**src/cpuPkg.sv**
```systemverilog
`default_nettype none

package cpuPkg;

    // Datapath and memory sizing
    localparam int XLEN       = 32;
    localparam int REGS       = 32;
    localparam int REG_AW     = $clog2(REGS);
    localparam int IMEM_WORDS = 256;
    localparam int IMEM_AW    = $clog2(IMEM_WORDS);   // 8
    localparam int DMEM_WORDS = 64;
    localparam int DMEM_AW    = $clog2(DMEM_WORDS);   // 6

    // Major opcodes of the supported RV32I subset
    typedef enum logic [6:0] {
        OP     = 7'b0110011,
        OP_IMM = 7'b0010011,
        LOAD   = 7'b0000011,
        STORE  = 7'b0100011,
        BRANCH = 7'b1100011,
        LUI    = 7'b0110111,
        SYSTEM = 7'b1110011
    } opcodeT;

    typedef enum logic [3:0] {
        ADD,
        SUB,
        AND,
        OR,
        XOR,
        SLT,
        SLL,
        SRL,
        SRA,
        PASSB                       // Forward operand b, used by lui
    } aluOpT;

    // Decoded control for one instruction
    typedef struct packed {
        logic              regWrite;
        logic              aluSrcImm;   // Operand b from immediate
        logic              memWrite;
        logic              memToReg;    // Write back load data
        logic              branch;
        logic              branchNe;    // bne instead of beq
        logic              halt;        // ecall
        aluOpT             aluOp;
        logic [XLEN-1:0]   imm;
        logic [REG_AW-1:0] rs1;
        logic [REG_AW-1:0] rs2;
        logic [REG_AW-1:0] rd;
    } ctrlT;

    // One committed instruction
    typedef struct packed {
        logic [XLEN-1:0]   pc;
        logic [XLEN-1:0]   inst;
        logic              regWe;
        logic [REG_AW-1:0] rd;
        logic [XLEN-1:0]   wdata;
    } retireT;

endpackage

`default_nettype wire

```
**src/decoder.sv**
```systemverilog
`timescale 1ns/10ps
`default_nettype none

module decoder (
    input  wire [cpuPkg::XLEN-1:0] inst,
    output cpuPkg::ctrlT           ctrl
);

    cpuPkg::opcodeT          opcode;
    logic [2:0]              funct3;
    logic                    funct7b5;   // Selects sub and sra
    logic [cpuPkg::XLEN-1:0] immI;
    logic [cpuPkg::XLEN-1:0] immS;
    logic [cpuPkg::XLEN-1:0] immB;
    logic [cpuPkg::XLEN-1:0] immU;

    assign opcode   = cpuPkg::opcodeT'(inst[6:0]);
    assign funct3   = inst[14:12];
    assign funct7b5 = inst[30];

    // Sign-extended immediates per format
    assign immI = {{20{inst[31]}}, inst[31:20]};
    assign immS = {{20{inst[31]}}, inst[31:25], inst[11:7]};
    assign immB = {{19{inst[31]}}, inst[31], inst[7], inst[30:25], inst[11:8], 1'b0};
    assign immU = {inst[31:12], 12'b0};

    always_comb begin
        ctrl     = '0;
        ctrl.rs1 = inst[19:15];
        ctrl.rs2 = inst[24:20];
        ctrl.rd  = inst[11:7];

        case (opcode)
            cpuPkg::OP: begin
                ctrl.regWrite = 1'b1;
                case (funct3)
                    3'd0:    ctrl.aluOp = funct7b5 ? cpuPkg::SUB : cpuPkg::ADD;
                    3'd1:    ctrl.aluOp = cpuPkg::SLL;
                    3'd2:    ctrl.aluOp = cpuPkg::SLT;
                    3'd4:    ctrl.aluOp = cpuPkg::XOR;
                    3'd5:    ctrl.aluOp = funct7b5 ? cpuPkg::SRA : cpuPkg::SRL;
                    3'd6:    ctrl.aluOp = cpuPkg::OR;
                    3'd7:    ctrl.aluOp = cpuPkg::AND;
                    default: ctrl.regWrite = 1'b0;   // sltu runs as a no-op
                endcase
            end
            cpuPkg::OP_IMM: begin
                ctrl.regWrite  = 1'b1;
                ctrl.aluSrcImm = 1'b1;
                ctrl.imm       = immI;
                case (funct3)
                    3'd0:    ctrl.aluOp = cpuPkg::ADD;
                    3'd2:    ctrl.aluOp = cpuPkg::SLT;
                    3'd4:    ctrl.aluOp = cpuPkg::XOR;
                    3'd6:    ctrl.aluOp = cpuPkg::OR;
                    3'd7:    ctrl.aluOp = cpuPkg::AND;
                    default: ctrl.regWrite = 1'b0;   // Immediate shifts, sltiu
                endcase
            end
            cpuPkg::LOAD: begin
                // Word loads only
                ctrl.regWrite  = (funct3 == 3'd2);
                ctrl.memToReg  = 1'b1;
                ctrl.aluSrcImm = 1'b1;
                ctrl.imm       = immI;
            end
            cpuPkg::STORE: begin
                ctrl.memWrite  = (funct3 == 3'd2);
                ctrl.aluSrcImm = 1'b1;
                ctrl.imm       = immS;
            end
            cpuPkg::BRANCH: begin
                ctrl.branch   = (funct3 == 3'd0) || (funct3 == 3'd1);
                ctrl.branchNe = (funct3 == 3'd1);
                ctrl.aluOp    = cpuPkg::SUB;   // Equality through zero flag
                ctrl.imm      = immB;
            end
            cpuPkg::LUI: begin
                ctrl.regWrite  = 1'b1;
                ctrl.aluSrcImm = 1'b1;
                ctrl.aluOp     = cpuPkg::PASSB;
                ctrl.imm       = immU;
            end
            cpuPkg::SYSTEM: begin
                ctrl.halt = (inst[31:7] == '0);   // ecall only
            end
            default: begin
                // Unknown opcode, nothing active
            end
        endcase
    end

endmodule

`default_nettype wire

```
**config.mk**
```make
export PLATFORM = sky130hd
export DESIGN_NAME = decoder
export DESIGN_NICKNAME = d
export VERILOG_FILES = /design/src/cpuPkg.sv /design/src/decoder.sv
export SDC_FILE = /design/constraint.sdc
export NUM_CORES = 1
export LEC_CHECK = 0
export BUFFER_PORTS_ARGS = -buffer_cell sky130_fd_sc_hd__buf_4
export CAP_MARGIN = 5
export CELL_PAD_IN_SITES_DETAIL_PLACEMENT = 1
export CELL_PAD_IN_SITES_GLOBAL_PLACEMENT = 1
export CORE_MARGIN = 1.5
export CORE_UTILIZATION = 24
export DETAILED_ROUTE_END_ITERATION = 12
export GPL_ROUTABILITY_DRIVEN = 0
export GPL_TIMING_DRIVEN = 0
export PLACE_DENSITY_LB_ADDON = 0.12
export SLEW_MARGIN = 40
export SYNTH_ARGS = -nofsm -noshare
export SYNTH_HDL_FRONTEND = slang
export SYNTH_SLANG_ARGS = --single-unit
```
**constraint.sdc**
```tcl
create_clock -name vclk -period 2.9
set_input_delay 0.58 -clock vclk [all_inputs]
set_output_delay 0.58 -clock vclk [all_outputs]
set_load 0.01 [all_outputs]
```
## Word level (Yosys, flattened, before mapping)

Index checks and enable logic that the tools add are counted.

| word-level totals | value |
|---|---|
| flip-flop bits (word level) | 0 |
| input port bits | 32 |
| word-level logic and storage cells | 34 |

| operators by class | value |
|---|---|
| equal/unequal tests | 13 |
| multiplexer cells | 14 |
| reductions and logical operators | 7 |

Operators by type and width:

| cell | count |
|---|---|
| $pmux 32 s4 | 1 |
| $pmux 4 s7 | 1 |
| $logic_not 25->1 | 1 |
| $eq 7x6->1 const B | 3 |
| $pmux 4 s4 | 1 |
| $eq 7x7->1 const B | 2 |
| $eq 3x3->1 const B | 4 |
| $pmux 3 s4 | 1 |
| $eq 7x2->1 const B | 1 |
| $eq 7x5->1 const B | 1 |
| $mux 1 | 7 |
| $reduce_or 7->1 | 1 |
| $reduce_or 5->1 | 1 |
| $mux 4 | 1 |
| $pmux 1 s4 | 1 |
| $reduce_or 4->1 | 1 |
| $eq 3x1->1 const B | 1 |
| $eq 3x2->1 const B | 1 |
| $logic_not 3->1 | 1 |
| $mux 2 | 1 |
| $reduce_or 2->1 | 1 |
| $logic_or 1x1->1 | 1 |

## Logic depth before layout (Yosys ltp)

| logic depth | value |
|---|---|
| depth in word-level cells | 4 |
| gate-level depth with buffers | 7 |

## Worst setup path after synthesis

Ideal clock, no wire load.

| path | value |
|---|---|
| path kind | input-to-output |
| start point | input port inst[5] in the netlist's numbering |
| end point | output port ctrl[28] in the netlist's numbering |
| arrival time | 1.653 ns |
| setup slack | 0.667 ns |
| stages on the path | 7 |
| cell sequence | buf_4 and2_1 a211oi_4 and2_4 buf_12 buf_12 a21o_2 |

RTL lines:

| what | line | source |
|---|---|---|
| from (decl) | decoder.sv:5 | `input wire [cpuPkg::XLEN-1:0] inst,` |
| to (decl) | decoder.sv:6 | `output cpuPkg::ctrlT ctrl` |

==> implementation parameters <==
Parameter                              Value

GRT
  Vias in the first global route    1126
  First-pass GRT wire length    5200 µm
  Overflow after GRT    0
  Maximum number of pins on one net before global-route repair    11
  Total track usage    0.176
  Number of antenna violations at the first check in global routing    0

Drt
  Antenna Violating Nets Remaining    0
  Post-DR vias/cell    4.84
  First-pass iteration count of the detailed router    4
  DRC viols    0
  Total Routed Length    3540 µm
  Count of routing violations after the opening detailed-route iteration    45
  Vias post-DR    1200
  DR WL/cell    14.3 µm

Cells and area
  Share of the core filled with cells    0.460
  Highest-count cells in the layout ignoring fill and taps    103 x sky130_fd_sc_hd__buf_4, 12 x sky130_fd_sc_hd__nor2_1, 11 x sky130_fd_sc_hd__a21o_2
  Most common cell after layout, fill and taps aside    sky130_fd_sc_hd__buf_4
  Ant diodes    0
  Fill cell instance count of the final layout    435
  Nets@finish    236
  Final sequential cell count    0
  Clk_buf instances    0
  Register cell area after layout    0 µm²
  Synth-to-Final Area Change    85.9%
  Layout cells sized above 1    0.619
  Post-route cell area    0.00152 mm²

Critical path
  Worst Setup Path Type    input port to output port
  Maximum cell stage delay along the critical path    350 ps
  Crit. End Element    output port
  Worst Path Max Fanout    10
  Worst-path cell chain    buf_4 -> nand4bb_4 -> a211oi_4 -> and2_4 -> buf_12 -> buf_12 -> a21o_2 -> buf_4
  Cell with the biggest individual delay on the critical path    sky130_fd_sc_hd__a211oi_4
  Critical path required time    2320 ps
  Crit path arrival time    1990 ps
  CP startpoint kind    input port

CTS
  Quantity of hold-fixing buffers added after cts    0
  # resized after CTS    0
  Postcts setup bufs    0

Outcome
  Run status    complete, no violations

STA
  Count of final hold-check violations    0
  Post-route minimum period    2570 ps
  Final slew viol count    0
  RSZ-0062 raised after global routing    false
  Aggregate negative setup slack    0 ps
  Share of the cycle needed by the critical path after routing    0.887
  Least-Margin Pin Slew    466 ps
  Final setup violation count    0
  Relative slew slack    0.688
  Fmax achieved    389 MHz

Hold path
  Terminating pin of the worst hold path    ctrl[12]
  Start point of the worst min-delay path    inst[17]
  Worst min-delay path category    input port to output port
  Hold path cells    3

Placed design
  Instance area at placement    0.00152 mm²
  Count of input and output buffers    86
  Hpwl dp    3000 µm

Power and ir drop
  P_leak    0.870 nW
  Power per cell area    97.9 mW/mm²
  Worst ir drop on vdd    0.0394 mV
  Total design power    0.149 mW

Yosys
  Biggest area consumer among synthesized cells    sky130_fd_sc_hd__buf_4
  Top cells by area, synth    sky130_fd_sc_hd__buf_4 16%, sky130_fd_sc_hd__a21o_2 12%, sky130_fd_sc_hd__a21o_1 7.3%
  Synthesized area per cell    7.05 µm²
  Total of warnings raised by yosys    0
  Largest family of logic cells by synthesized area    compound AO/OA/AOI/OAI gates
  Sequential share of the synthesized area    0
  Gate count of the mapped netlist    116
  Post-Synthesis Cell Area    818 µm²
  Share of the synthesized area in the top cell type    0.156
  Synthesized-area fraction occupied by xor and xnor cells    0.0107
  Compound-cell area share of the yosys netlist    0.382
  Number of unique standard cell types used by synthesis    35
  Multiplexer share of the synthesized area    0
  Mapped Nets    148
  Post-Synth Simple-Gate Area    0.376
  Share of synthesized cell area in full adder, half adder and majority cells    0

Floorplan
  Placeable core area    0.00331 mm²
  Die outline area    0.00377 mm²
  Die span in y    61.4 µm
  I/O pin total    90
  Number of rows in the core area    21
  Initial cell density of the core    0.247
  Die Span X    61.4 µm

Run
  Max-capacitance violation count    0
[per-layer routing]
layer | global-route usage | part of all wire | up-vias | routed length, µm
li1 | - | - | 586 | -
met1 | 0.230 | 0.41 | 571 | 1460
met2 | 0.331 | 0.53 | 43 | 1880
met3 | 0.0147 | 0.059 | 0 | 210
met4 | 0.00608 | 0 | 0 | 0
met5 | 0 | 0 | - | 0
[report_power, final]
group / internal [mW] / switching (mW)
Combinational: 0.0805 / 0.0684
Clock: 0 / 0
Sequential: 0 / 0
Total: 0.0805 / 0.0684
[final cells by class]
cell class         count  area, µm²  share of cell area
repair buffers        86        646               0.424
multi-input cells     92        629               0.414
plain buffers         23        185               0.122
well taps             46       57.6              0.0378
inverters              1       3.75             0.00247
[cell families after synthesis]
kind of cell,Yosys count
XOR/XNOR,1
buffers and inverters,24
AND/OR/NAND/NOR,53
AO/OA/AOI/OAI,38
[synth_stat cells (all sizes together)]
cell type  instances
buf               21
a21o              19
nor2              12
and2               9
nand2              8
nor4               8
a22oi              6
nand3              4
nor3               3
o21ai              3
clkbuf             2
nand2b             2
nor2b              2
a211oi             1
a21oi              1
a22o               1
a311oi             1
a32o               1
and3               1
and3b              1
inv                1
nand3b             1
nand4bb            1
o2111a             1
o211ai             1
o21a               1
o221ai             1
o41ai              1
or3b               1
xnor2              1
[worst max path at each step]
stage | start | endpoint | slack, ps
after floorplan | inst[5] | ctrl[28] | 670
after global placement | inst[2] | ctrl[28] | 320
after detailed placement | inst[2] | ctrl[41] | 300
after CTS | inst[2] | ctrl[41] | 300
after global routing | inst[2] | ctrl[41] | 240
final | inst[2] | ctrl[37] | 330
[stage by stage]
step,setup WS (ps),hold WS [ps],instances
final,327,1440,248
after global routing,243,1460,248
after detailed placement,303,1450,248
after floorplan,667,1250,116
after global placement,323,1440,248
after CTS,299,1450,248
[worst max-delay path: cells and delay by family]
kind / cells / cell delay (ps)
AO/OA/AOI/OAI: 2 / 440
AND/OR/NAND/NOR: 2 / 480
buffers and inverters: 4 / 480
No activity file was read; power rests on OpenSTA's default activity.
