--- config.mk ---
export PLATFORM = sky130hd
export DESIGN_NAME = alu
export DESIGN_NICKNAME = d
export VERILOG_FILES = /design/src/cpuPkg.sv /design/src/alu.sv
export SDC_FILE = /design/constraint.sdc
export NUM_CORES = 1
export LEC_CHECK = 0
export ABC_AREA = 0
export BUFFER_PORTS_ARGS = -buffer_cell sky130_fd_sc_hd__clkbuf_2
export CORE_AREA = 2 2 140 142
export DETAILED_ROUTE_END_ITERATION = 7
export DIE_AREA = 0 0 142 144
export PLACE_DENSITY = 0.78
export SLEW_MARGIN = 10
export SYNTH_ARGS = -nofsm -noshare
export SYNTH_HDL_FRONTEND = slang
export SYNTH_SLANG_ARGS = --single-unit
--- constraint.sdc ---
create_clock -name vclk -period 9.5
set_input_delay 1.425 -clock vclk [all_inputs]
set_output_delay 1.425 -clock vclk [all_outputs]
set_load 0.03 [all_outputs]
--- src/cpuPkg.sv ---
`default_nettype none

package cpuPkg;

    // Datapath and memory sizing
    localparam int XLEN       = 32;
    localparam int REGS       = 32;
    localparam int REG_AW     = $clog2(REGS);
    localparam int IMEM_WORDS = 256;
    localparam int IMEM_AW    = $clog2(IMEM_WORDS);   // 8
    localparam int DMEM_WORDS = 64;
    localparam int DMEM_AW    = $clog2(DMEM_WORDS);   // 6

    // Major opcodes of the supported RV32I subset
    typedef enum logic [6:0] {
        OP     = 7'b0110011,
        OP_IMM = 7'b0010011,
        LOAD   = 7'b0000011,
        STORE  = 7'b0100011,
        BRANCH = 7'b1100011,
        LUI    = 7'b0110111,
        SYSTEM = 7'b1110011
    } opcodeT;

    typedef enum logic [3:0] {
        ADD,
        SUB,
        AND,
        OR,
        XOR,
        SLT,
        SLL,
        SRL,
        SRA,
        PASSB                       // Forward operand b, used by lui
    } aluOpT;

    // Decoded control for one instruction
    typedef struct packed {
        logic              regWrite;
        logic              aluSrcImm;   // Operand b from immediate
        logic              memWrite;
        logic              memToReg;    // Write back load data
        logic              branch;
        logic              branchNe;    // bne instead of beq
        logic              halt;        // ecall
        aluOpT             aluOp;
        logic [XLEN-1:0]   imm;
        logic [REG_AW-1:0] rs1;
        logic [REG_AW-1:0] rs2;
        logic [REG_AW-1:0] rd;
    } ctrlT;

    // One committed instruction
    typedef struct packed {
        logic [XLEN-1:0]   pc;
        logic [XLEN-1:0]   inst;
        logic              regWe;
        logic [REG_AW-1:0] rd;
        logic [XLEN-1:0]   wdata;
    } retireT;

endpackage

`default_nettype wire

--- src/alu.sv ---
`timescale 1ns/10ps
`default_nettype none

module alu (
    input  wire [cpuPkg::XLEN-1:0] a,
    input  wire [cpuPkg::XLEN-1:0] b,
    input  wire cpuPkg::aluOpT     op,
    output logic [cpuPkg::XLEN-1:0] y,
    output logic                    zero
);

    logic [4:0] shamt;
    logic       lessThan;

    assign shamt    = b[4:0];
    assign lessThan = $signed(a) < $signed(b);   // Signed compare

    always_comb begin
        case (op)
            cpuPkg::ADD: begin
                y = a + b;
            end
            cpuPkg::SUB: begin
                y = a - b;
            end
            cpuPkg::AND: begin
                y = a & b;
            end
            cpuPkg::OR: begin
                y = a | b;
            end
            cpuPkg::XOR: begin
                y = a ^ b;
            end
            cpuPkg::SLT: begin
                y = {{(cpuPkg::XLEN-1){1'b0}}, lessThan};
            end
            cpuPkg::SLL: begin
                y = a << shamt;
            end
            cpuPkg::SRL: begin
                y = a >> shamt;
            end
            cpuPkg::SRA: begin
                y = $unsigned($signed(a) >>> shamt);   // Sign fill
            end
            cpuPkg::PASSB: begin
                y = b;
            end
            default: begin
                y = '0;
            end
        endcase
    end

    // Branch equality test
    assign zero = (y == '0);

endmodule

`default_nettype wire

Word level (Yosys, flattened, before mapping)
Index checks and enable logic that the tools add are counted.
- output and inout bits: 33
- register bits after elaboration: 0
- shifts and indexed selects: 3
- mux-type cells: 1
- $lt $le $gt $ge: 1
- bitwise gates (word level): 3
- equal/unequal tests: 9
- add/sub/neg operators: 2
- reductions and logical operators: 2
- operator list (cell ; number):
    32-bit case mux with 10 select lines ; 1
    32-bit adder ; 1
    32-bit AND ; 1
    32-bit logical NOT ; 1
    32-bit < comparator ; 1
    32-bit OR ; 1
    32-bit by 5-bit << shifter with 32-bit output ; 1
    32-bit by 5-bit >> shifter with 32-bit output ; 1
    32-bit by 5-bit >>> shifter with 32-bit output ; 1
    32-bit subtractor ; 1
    32-bit XOR ; 1
    4-bit by 3-bit equality test with 1-bit output, second input constant ; 4
    4-bit by 2-bit equality test with 1-bit output, second input constant ; 2
    4-bit equality test, second input constant ; 2
    4-bit by 1-bit equality test with 1-bit output, second input constant ; 1
    4-bit logical NOT ; 1

Logic depth before layout (Yosys ltp)
Gate-level depths: netlist of the first run.
- depth after elaboration: 3
- depth in mapped cells: 18
- gate-level depth less buffers: 14

Worst setup path before layout of the first run
No wires, ideal clock.
- path type: input port to output port
- start: input b[2] (netlist bit)
- end: output zero
- arrival time: 6.802 ns
- required time: 8.075 ns
- path slack: 1.273 ns
- stages: 18
- path through: clkbuf_1 -> inv_1 -> clkbuf_1 -> clkbuf_1 -> buf_1 -> clkbuf_1 -> ha_1 -> nor2b_1 -> o211a_1 -> o311ai_0 -> and2_1 -> or4_1 -> nand4b_1 -> a2111oi_2 -> nand4_1 -> or4_1 -> or4_1 -> nor4b_2
- word-level cells in the longest chain between the ends: 3
- elaborated cells on any way between the ends: 11
- classes of those cells: 2 x add/sub; 1 x order compare; 3 x shift; 1 x mux; 3 x bitwise; 1 x reduce/logical
- RTL lines (item ; RTL line ; RTL):
    from (decl) ; alu.sv:6 ; input wire [cpuPkg::XLEN-1:0] b,
    32-bit subtractor, or another cell as far along ; alu.sv:24 ; y = a - b;
    32-bit case mux with 10 select lines (*) ; alu.sv:19 ; case (op)
    net y (one bit) ; alu.sv:8 ; output logic [cpuPkg::XLEN-1:0] y,
    32-bit logical NOT (*) ; alu.sv:57 ; assign zero = (y == '0);
    to (decl) ; alu.sv:9 ; output logic zero
Mark *: on every way through the listed nets, which the timed path passes. The rest lies on a longest branch.

Worst setup path in the final report of the first run
- start: input b[0] (netlist bit)
- end: output zero
- word-level cells in the longest chain between the ends: 3
- elaborated cells on any way between the ends: 11
- classes of those cells: 2 x add/sub; 1 x order compare; 3 x shift; 1 x mux; 3 x bitwise; 1 x reduce/logical
- RTL lines (item ; RTL line):
    32-bit subtractor, or another cell as far along ; alu.sv:24
    32-bit case mux with 10 select lines (*) ; alu.sv:19
    32-bit logical NOT (*) ; alu.sv:57
Every way passes the cells marked *; elsewhere a longest branch is shown, timed or not.

==> results of run 1 <==
## layer usage
metal / wire, um / up-vias
li1: - / 5498
met1: 18600 / 6207
met2: 21500 / 1280
met3: 7360 / 327
met4: 4060 / 2
met5: 13 / -
## kinds of logic (layout without fill, tap and decap cells)
kind of cell / Yosys count / in the layout / synth area share (%)
AOI/OAI and AO/OA: 506 / 506 / 35.4
and+or+nand+nor: 455 / 455 / 23.1
buffers and inverters: 219 / 234 / 9.15
muxes: 125 / 125 / 19.6
adders and majority gates: 101 / 101 / 12.7
xor gates and xnor gates: 1 / 1 / 0.0870
## metrics by stage
step	worst slack [ns]	power, uW	area (sq um)	instances	hold WS, ns
floorplan	1.27	456	10100	1407	3.16
global placement	1.62	672	10600	1660	3.38
detailed placement	1.54	670	10600	1660	3.38
CTS	1.54	674	10600	1660	3.38
global route	1.14	739	10600	1660	3.43
finish	1.42	707	10600	1660	3.38
## placed cells by master, fill, tap and decap left out, drive strengths merged, types with 25 or more instances in the layout
cell,count
buf,29
mux2i,49
mux4,55
inv,104
clkbuf,99
o211ai,29
nor3,33
nor2,105
a211oi,26
a221oi,25
nand3,34
a21oi,109
ha,99
nand2,127
o21ai,76
## final cells by class
cell class,instances,area [sq um],share of cell area [%]
Tap cell,238,298,2.81
Inverter,106,398,3.76
Multi-Input combinational cell,1188,9180,86.7
Timing Repair Buffer,128,711,6.72
## worst paths after layout
check / start / to / slack, ns
setup / recovery: b[0] / zero / 1.42
hold / removal: b[12] / y[12] / 3.38
## power by group through the flow
stage | combinational [uW] | clock [uW] | sequential, uW
final | 707 | 0 | 0
after global placement | 672 | 0 | 0
after floorplan | 456 | 0 | 0
after detailed placement | 670 | 0 | 0
after CTS | 674 | 0 | 0
after global routing | 739 | 0 | 0
## critical path, delay by kind of cell
family          cells  cell delay [ns]
compound gates      7             2.16
simple gates        4             1.43
buf+inv             2             1.01
fa+ha+maj           2             0.59
==> qor.txt, run 1 <==
Cells along the critical path -> buf_4 -> ha_1 -> fa_1 -> o21bai_1 -> o211ai_1 -> a21oi_1 -> a311o_1 -> a2111oi_0 -> o2111ai_1 -> a21oi_1 -> nand4_1 -> or4_1 -> or4_1 -> nor4b_2 -> clkbuf_2
Routed wire length -> 51.5 mm
CP endpoint kind -> primary output
Yosys top cell by area -> ha_1
RSZ-0062 raised after global routing -> false
Final period util -> 85.0%
Drc violations -> 0
Synth area leaders -> ha_1 12%, mux4_2 12%, a21oi_1 5.4%
FF+latch count -> 0
Drt pass-1 iters -> 6
Grt met1 use -> 63.6%
Worst-margin pin slew -> 1.16 ns
CTS Hold Bufs -> 0
Setup TNS -> 0 ns
Int Pwr -> 231 uW
First-pass GRT wire length -> 76.5 mm
Minimum clock period after layout -> 8.08 ns
Endpoints failing setup -> 0
Hold Path Stages -> 4
Clock buffer cells -> 0
Mapped Area -> 10100 sq um
Share of layout cells above drive strength 1 -> 16.8%
CP max FO -> 66
Antenna Cells -> 0
Largest net degree at the start of global routing -> 74
Vias in the first global route -> 12100
Leakage -> 0.00449 uW
Die Span X -> 142 um
GPL Wtd Cong -> 1.10
YS warnings -> 0
Top cell type's share of synthesized area -> 12.3%
Postcts setup bufs -> 0
Port-buffer cells -> 101
CP max stage cell -> buf_4
# rows -> 51
Initial core utilization -> 52.7%
Area Growth Syn to Fin -> 5.15%
Initial antenna violation count -> 2
Worst hold path type -> in -> out
Slew HR -> 22.3%
Synthesized Nets -> 1576
DR iter-0 viols -> 2324
PwrDens -> 66.8 nW/um^2
Sw Pwr -> 476 uW
I/O pin cnt -> 101
Worst EP arrival -> 6.65 ns
Overall Global Routing Usage -> 48.8%
Global route overflow -> 0
Nets -> 1593
Max Fclk -> 124 MHz
Switching Fraction -> 67.3%
Register area -> 0 sq um
Final ANT Viol Nets -> 0
Final Hold Fails -> 0
Maxcap violations -> 0
Top cells by count, synth -> 127 x nand2_1, 109 x a21oi_1, 105 x nor2_1
Critical Path RT -> 8.08 ns
Fillers -> 1894
Met3 Resource Use GR -> 10.6%
Critical path type -> in -> out
Syn avg cell area -> 7.15 sq um
Met2 Use GR -> 75.1%
Netlist cell types -> 91
Cells after synthesis -> 1407
Die area -> 20400 sq um
Sequential Power Share -> 0%
Status -> finished clean
Slew Limit Fails -> 0
Clk pwr share -> 0%
GRT busiest layer -> met2
Top-count cell post-synth -> nand2_1
Via/cell ratio -> 8.02
Max IR drop VDD -> 0.0000466 V
Combinational share of power -> 100.0%
Seq/Total Area, Yosys -> 0%
Die Y -> 144 um
Post-DP HPWL -> 39.1 mm
Startpoint types -> primary input
Post-cts resize count -> 0
Vias -> 13300
Routed len/inst -> 31.0 um
Core ar. -> 19100 sq um
Fin util -> 55.5%
Max incr delay on CP -> 0.77 ns
Power figures use the tool's default switching activity.
==> inputs of run 2 (changes only) <==
--- a/config.mk
+++ b/config.mk
@@ -6,11 +6,11 @@
 export NUM_CORES = 1
 export LEC_CHECK = 0
 export ABC_AREA = 0
-export BUFFER_PORTS_ARGS = -buffer_cell sky130_fd_sc_hd__clkbuf_2
 export CORE_AREA = 2 2 140 142
 export DETAILED_ROUTE_END_ITERATION = 7
 export DIE_AREA = 0 0 142 144
-export PLACE_DENSITY = 0.78
+export DONT_BUFFER_PORTS = 1
+export PLACE_DENSITY = 0.73
 export SLEW_MARGIN = 10
 export SYNTH_ARGS = -nofsm -noshare
 export SYNTH_HDL_FRONTEND = slang
==> run 2 against run 1 <==
Net effect: highest routed layer unchanged; via count is 5.2% lower; final area is 5.6% lower; critical path depth is 2 lower; sequential share of layout area stayed put; worst setup slack worse by 0.13 ns; count of clock-buffer cells in the layout stayed put; first-iteration DRC count is 6.6% lower; hold slack worse by 0.27 ns; combinational power is 17% lower; final cell count is 6.7% lower; global-route usage is 4.6 points lower; non-clock buffer count is 112 lower.
==> qor.txt, run 2 (synthesis gave the netlist of run 1 again) <==
Nets -> 1481
Routed wire length -> 47.0 mm
Slew Limit Fails -> 0
DR iter-0 viols -> 2171
Setup TNS -> 0 ns
Grt met1 use -> 57.1%
Leakage -> 0.00401 uW
Vias -> 12600
Initial antenna violation count -> 2
Final period util -> 86.5%
Area Growth Syn to Fin -> -0.696%
Routed len/inst -> 30.3 um
Final Hold Fails -> 0
Minimum clock period after layout -> 8.21 ns
DP Area -> 9990 sq um
Die Span X -> 142 um
GRT busiest layer -> met2
Endpoints failing setup -> 0
Sw Pwr -> 383 uW
Sequential Power Share -> 0%
Critical Path RT -> 8.08 ns
Drt pass-1 iters -> 8
Combinational share of power -> 100.0%
Postcts setup bufs -> 0
Register area -> 0 sq um
Commonest non-fill, non-tap cell in the layout -> nand2_1
Status -> finished clean
Share of layout cells above drive strength 1 -> 9.69%
Overall Global Routing Usage -> 44.3%
Int Pwr -> 206 uW
Post-cts resize count -> 0
Maxcap violations -> 0
Total Power -> 589 uW
PwrDens -> 58.9 nW/um^2
Critical path type -> in -> out
CTS Hold Bufs -> 0
Port-buffer cells -> 0
Critical Path Start -> b[1]
Drc violations -> 0
Clk pwr share -> 0%
First-pass GRT wire length -> 70.2 mm
GPL Wtd Cong -> 1.10
Worst hold path type -> in -> out
Slew HR -> 15.5%
Fin util -> 52.4%
WHS -> 3.12 ns
Initial core utilization -> 52.7%
Via/cell ratio -> 8.15
Startpoint types -> primary input
Global route overflow -> 0
I/O pin cnt -> 101
Vias in the first global route -> 11400
Worst EP arrival -> 6.79 ns
CP max FO -> 74
Post-DP HPWL -> 35.2 mm
Core ar. -> 19100 sq um
Met3 Resource Use GR -> 9.67%
Final ANT Viol Nets -> 0
Switching Fraction -> 64.9%
Critical path endpoint -> zero
Die area -> 20400 sq um
Max Fclk -> 122 MHz
Fillers -> 1940
Die Y -> 144 um
CP endpoint kind -> primary output
Met2 Use GR -> 68.9%
Largest net degree at the start of global routing -> 80
Clock buffer cells -> 0
FF+latch count -> 0
Worst-margin pin slew -> 1.24 ns
# rows -> 51
Max IR drop VDD -> 0.0000330 V
Most frequent cells in the layout -> 127 x nand2_1, 109 x a21oi_1, 105 x nor2_1, 103 x inv_1, 99 x ha_1
RSZ-0062 raised after global routing -> false
Design area -> 9990 sq um
[run 2: per-stage QoR]
stage / instances / setup slack (ns)
global route: 1548 / 0.858
CTS: 1548 / 1.35
finish: 1549 / 1.29
floorplan: 1407 / 1.27
global placement: 1548 / 1.38
detailed placement: 1548 / 1.37
[run 2: how the worst min path moves through the flow]
stage,startpoint,to,slack (ns),cells after the start
3_3_place_gp,b[4],y[1],3.09,2
3_5_place_dp,b[4],y[1],3.10,2
6_report,b[4],y[1],3.12,2
5_1_grt,b[4],y[1],3.11,2
2_1_floorplan,b[5],y[5],3.16,2
4_1_cts,b[4],y[1],3.10,2
[run 2: layer usage]
layer	routed length (um)	vias to the layer above
met1	16900	5901
met3	6570	280
li1	-	5271
met4	3640	2
met2	19900	1172
met5	12	-
[run 2: area by class of cell]
cell class         instances  area [sq um]  area share [%]
diodes                     1          2.50          0.0250
well taps                238           298            2.98
inverters                106           398            3.98
multi-input cells       1188          9180            91.8
repair buffers            16           120            1.20
[run 2: worst max-delay path: stages]
cell      delay (ns)
clkinv_1        0.61
ha_1            0.65
a211oi_1        0.11
o211ai_1        0.50
a31oi_1         0.26
o31ai_1         0.51
o221a_2         0.26
o211ai_1        0.36
nor2_1          0.29
nand4_1         0.11
or4_1           0.55
or4_1           0.44
nor4b_2         0.69
[run 2: power by group through the flow]
stage	Clock, uW	Sequential (uW)	Combinational (uW)
6_report	0.0000145	0	589
4_1_cts	0	0	563
3_5_place_dp	0	0	560
5_1_grt	0	0	618
2_1_floorplan	0	0	456
3_3_place_gp	0	0	559
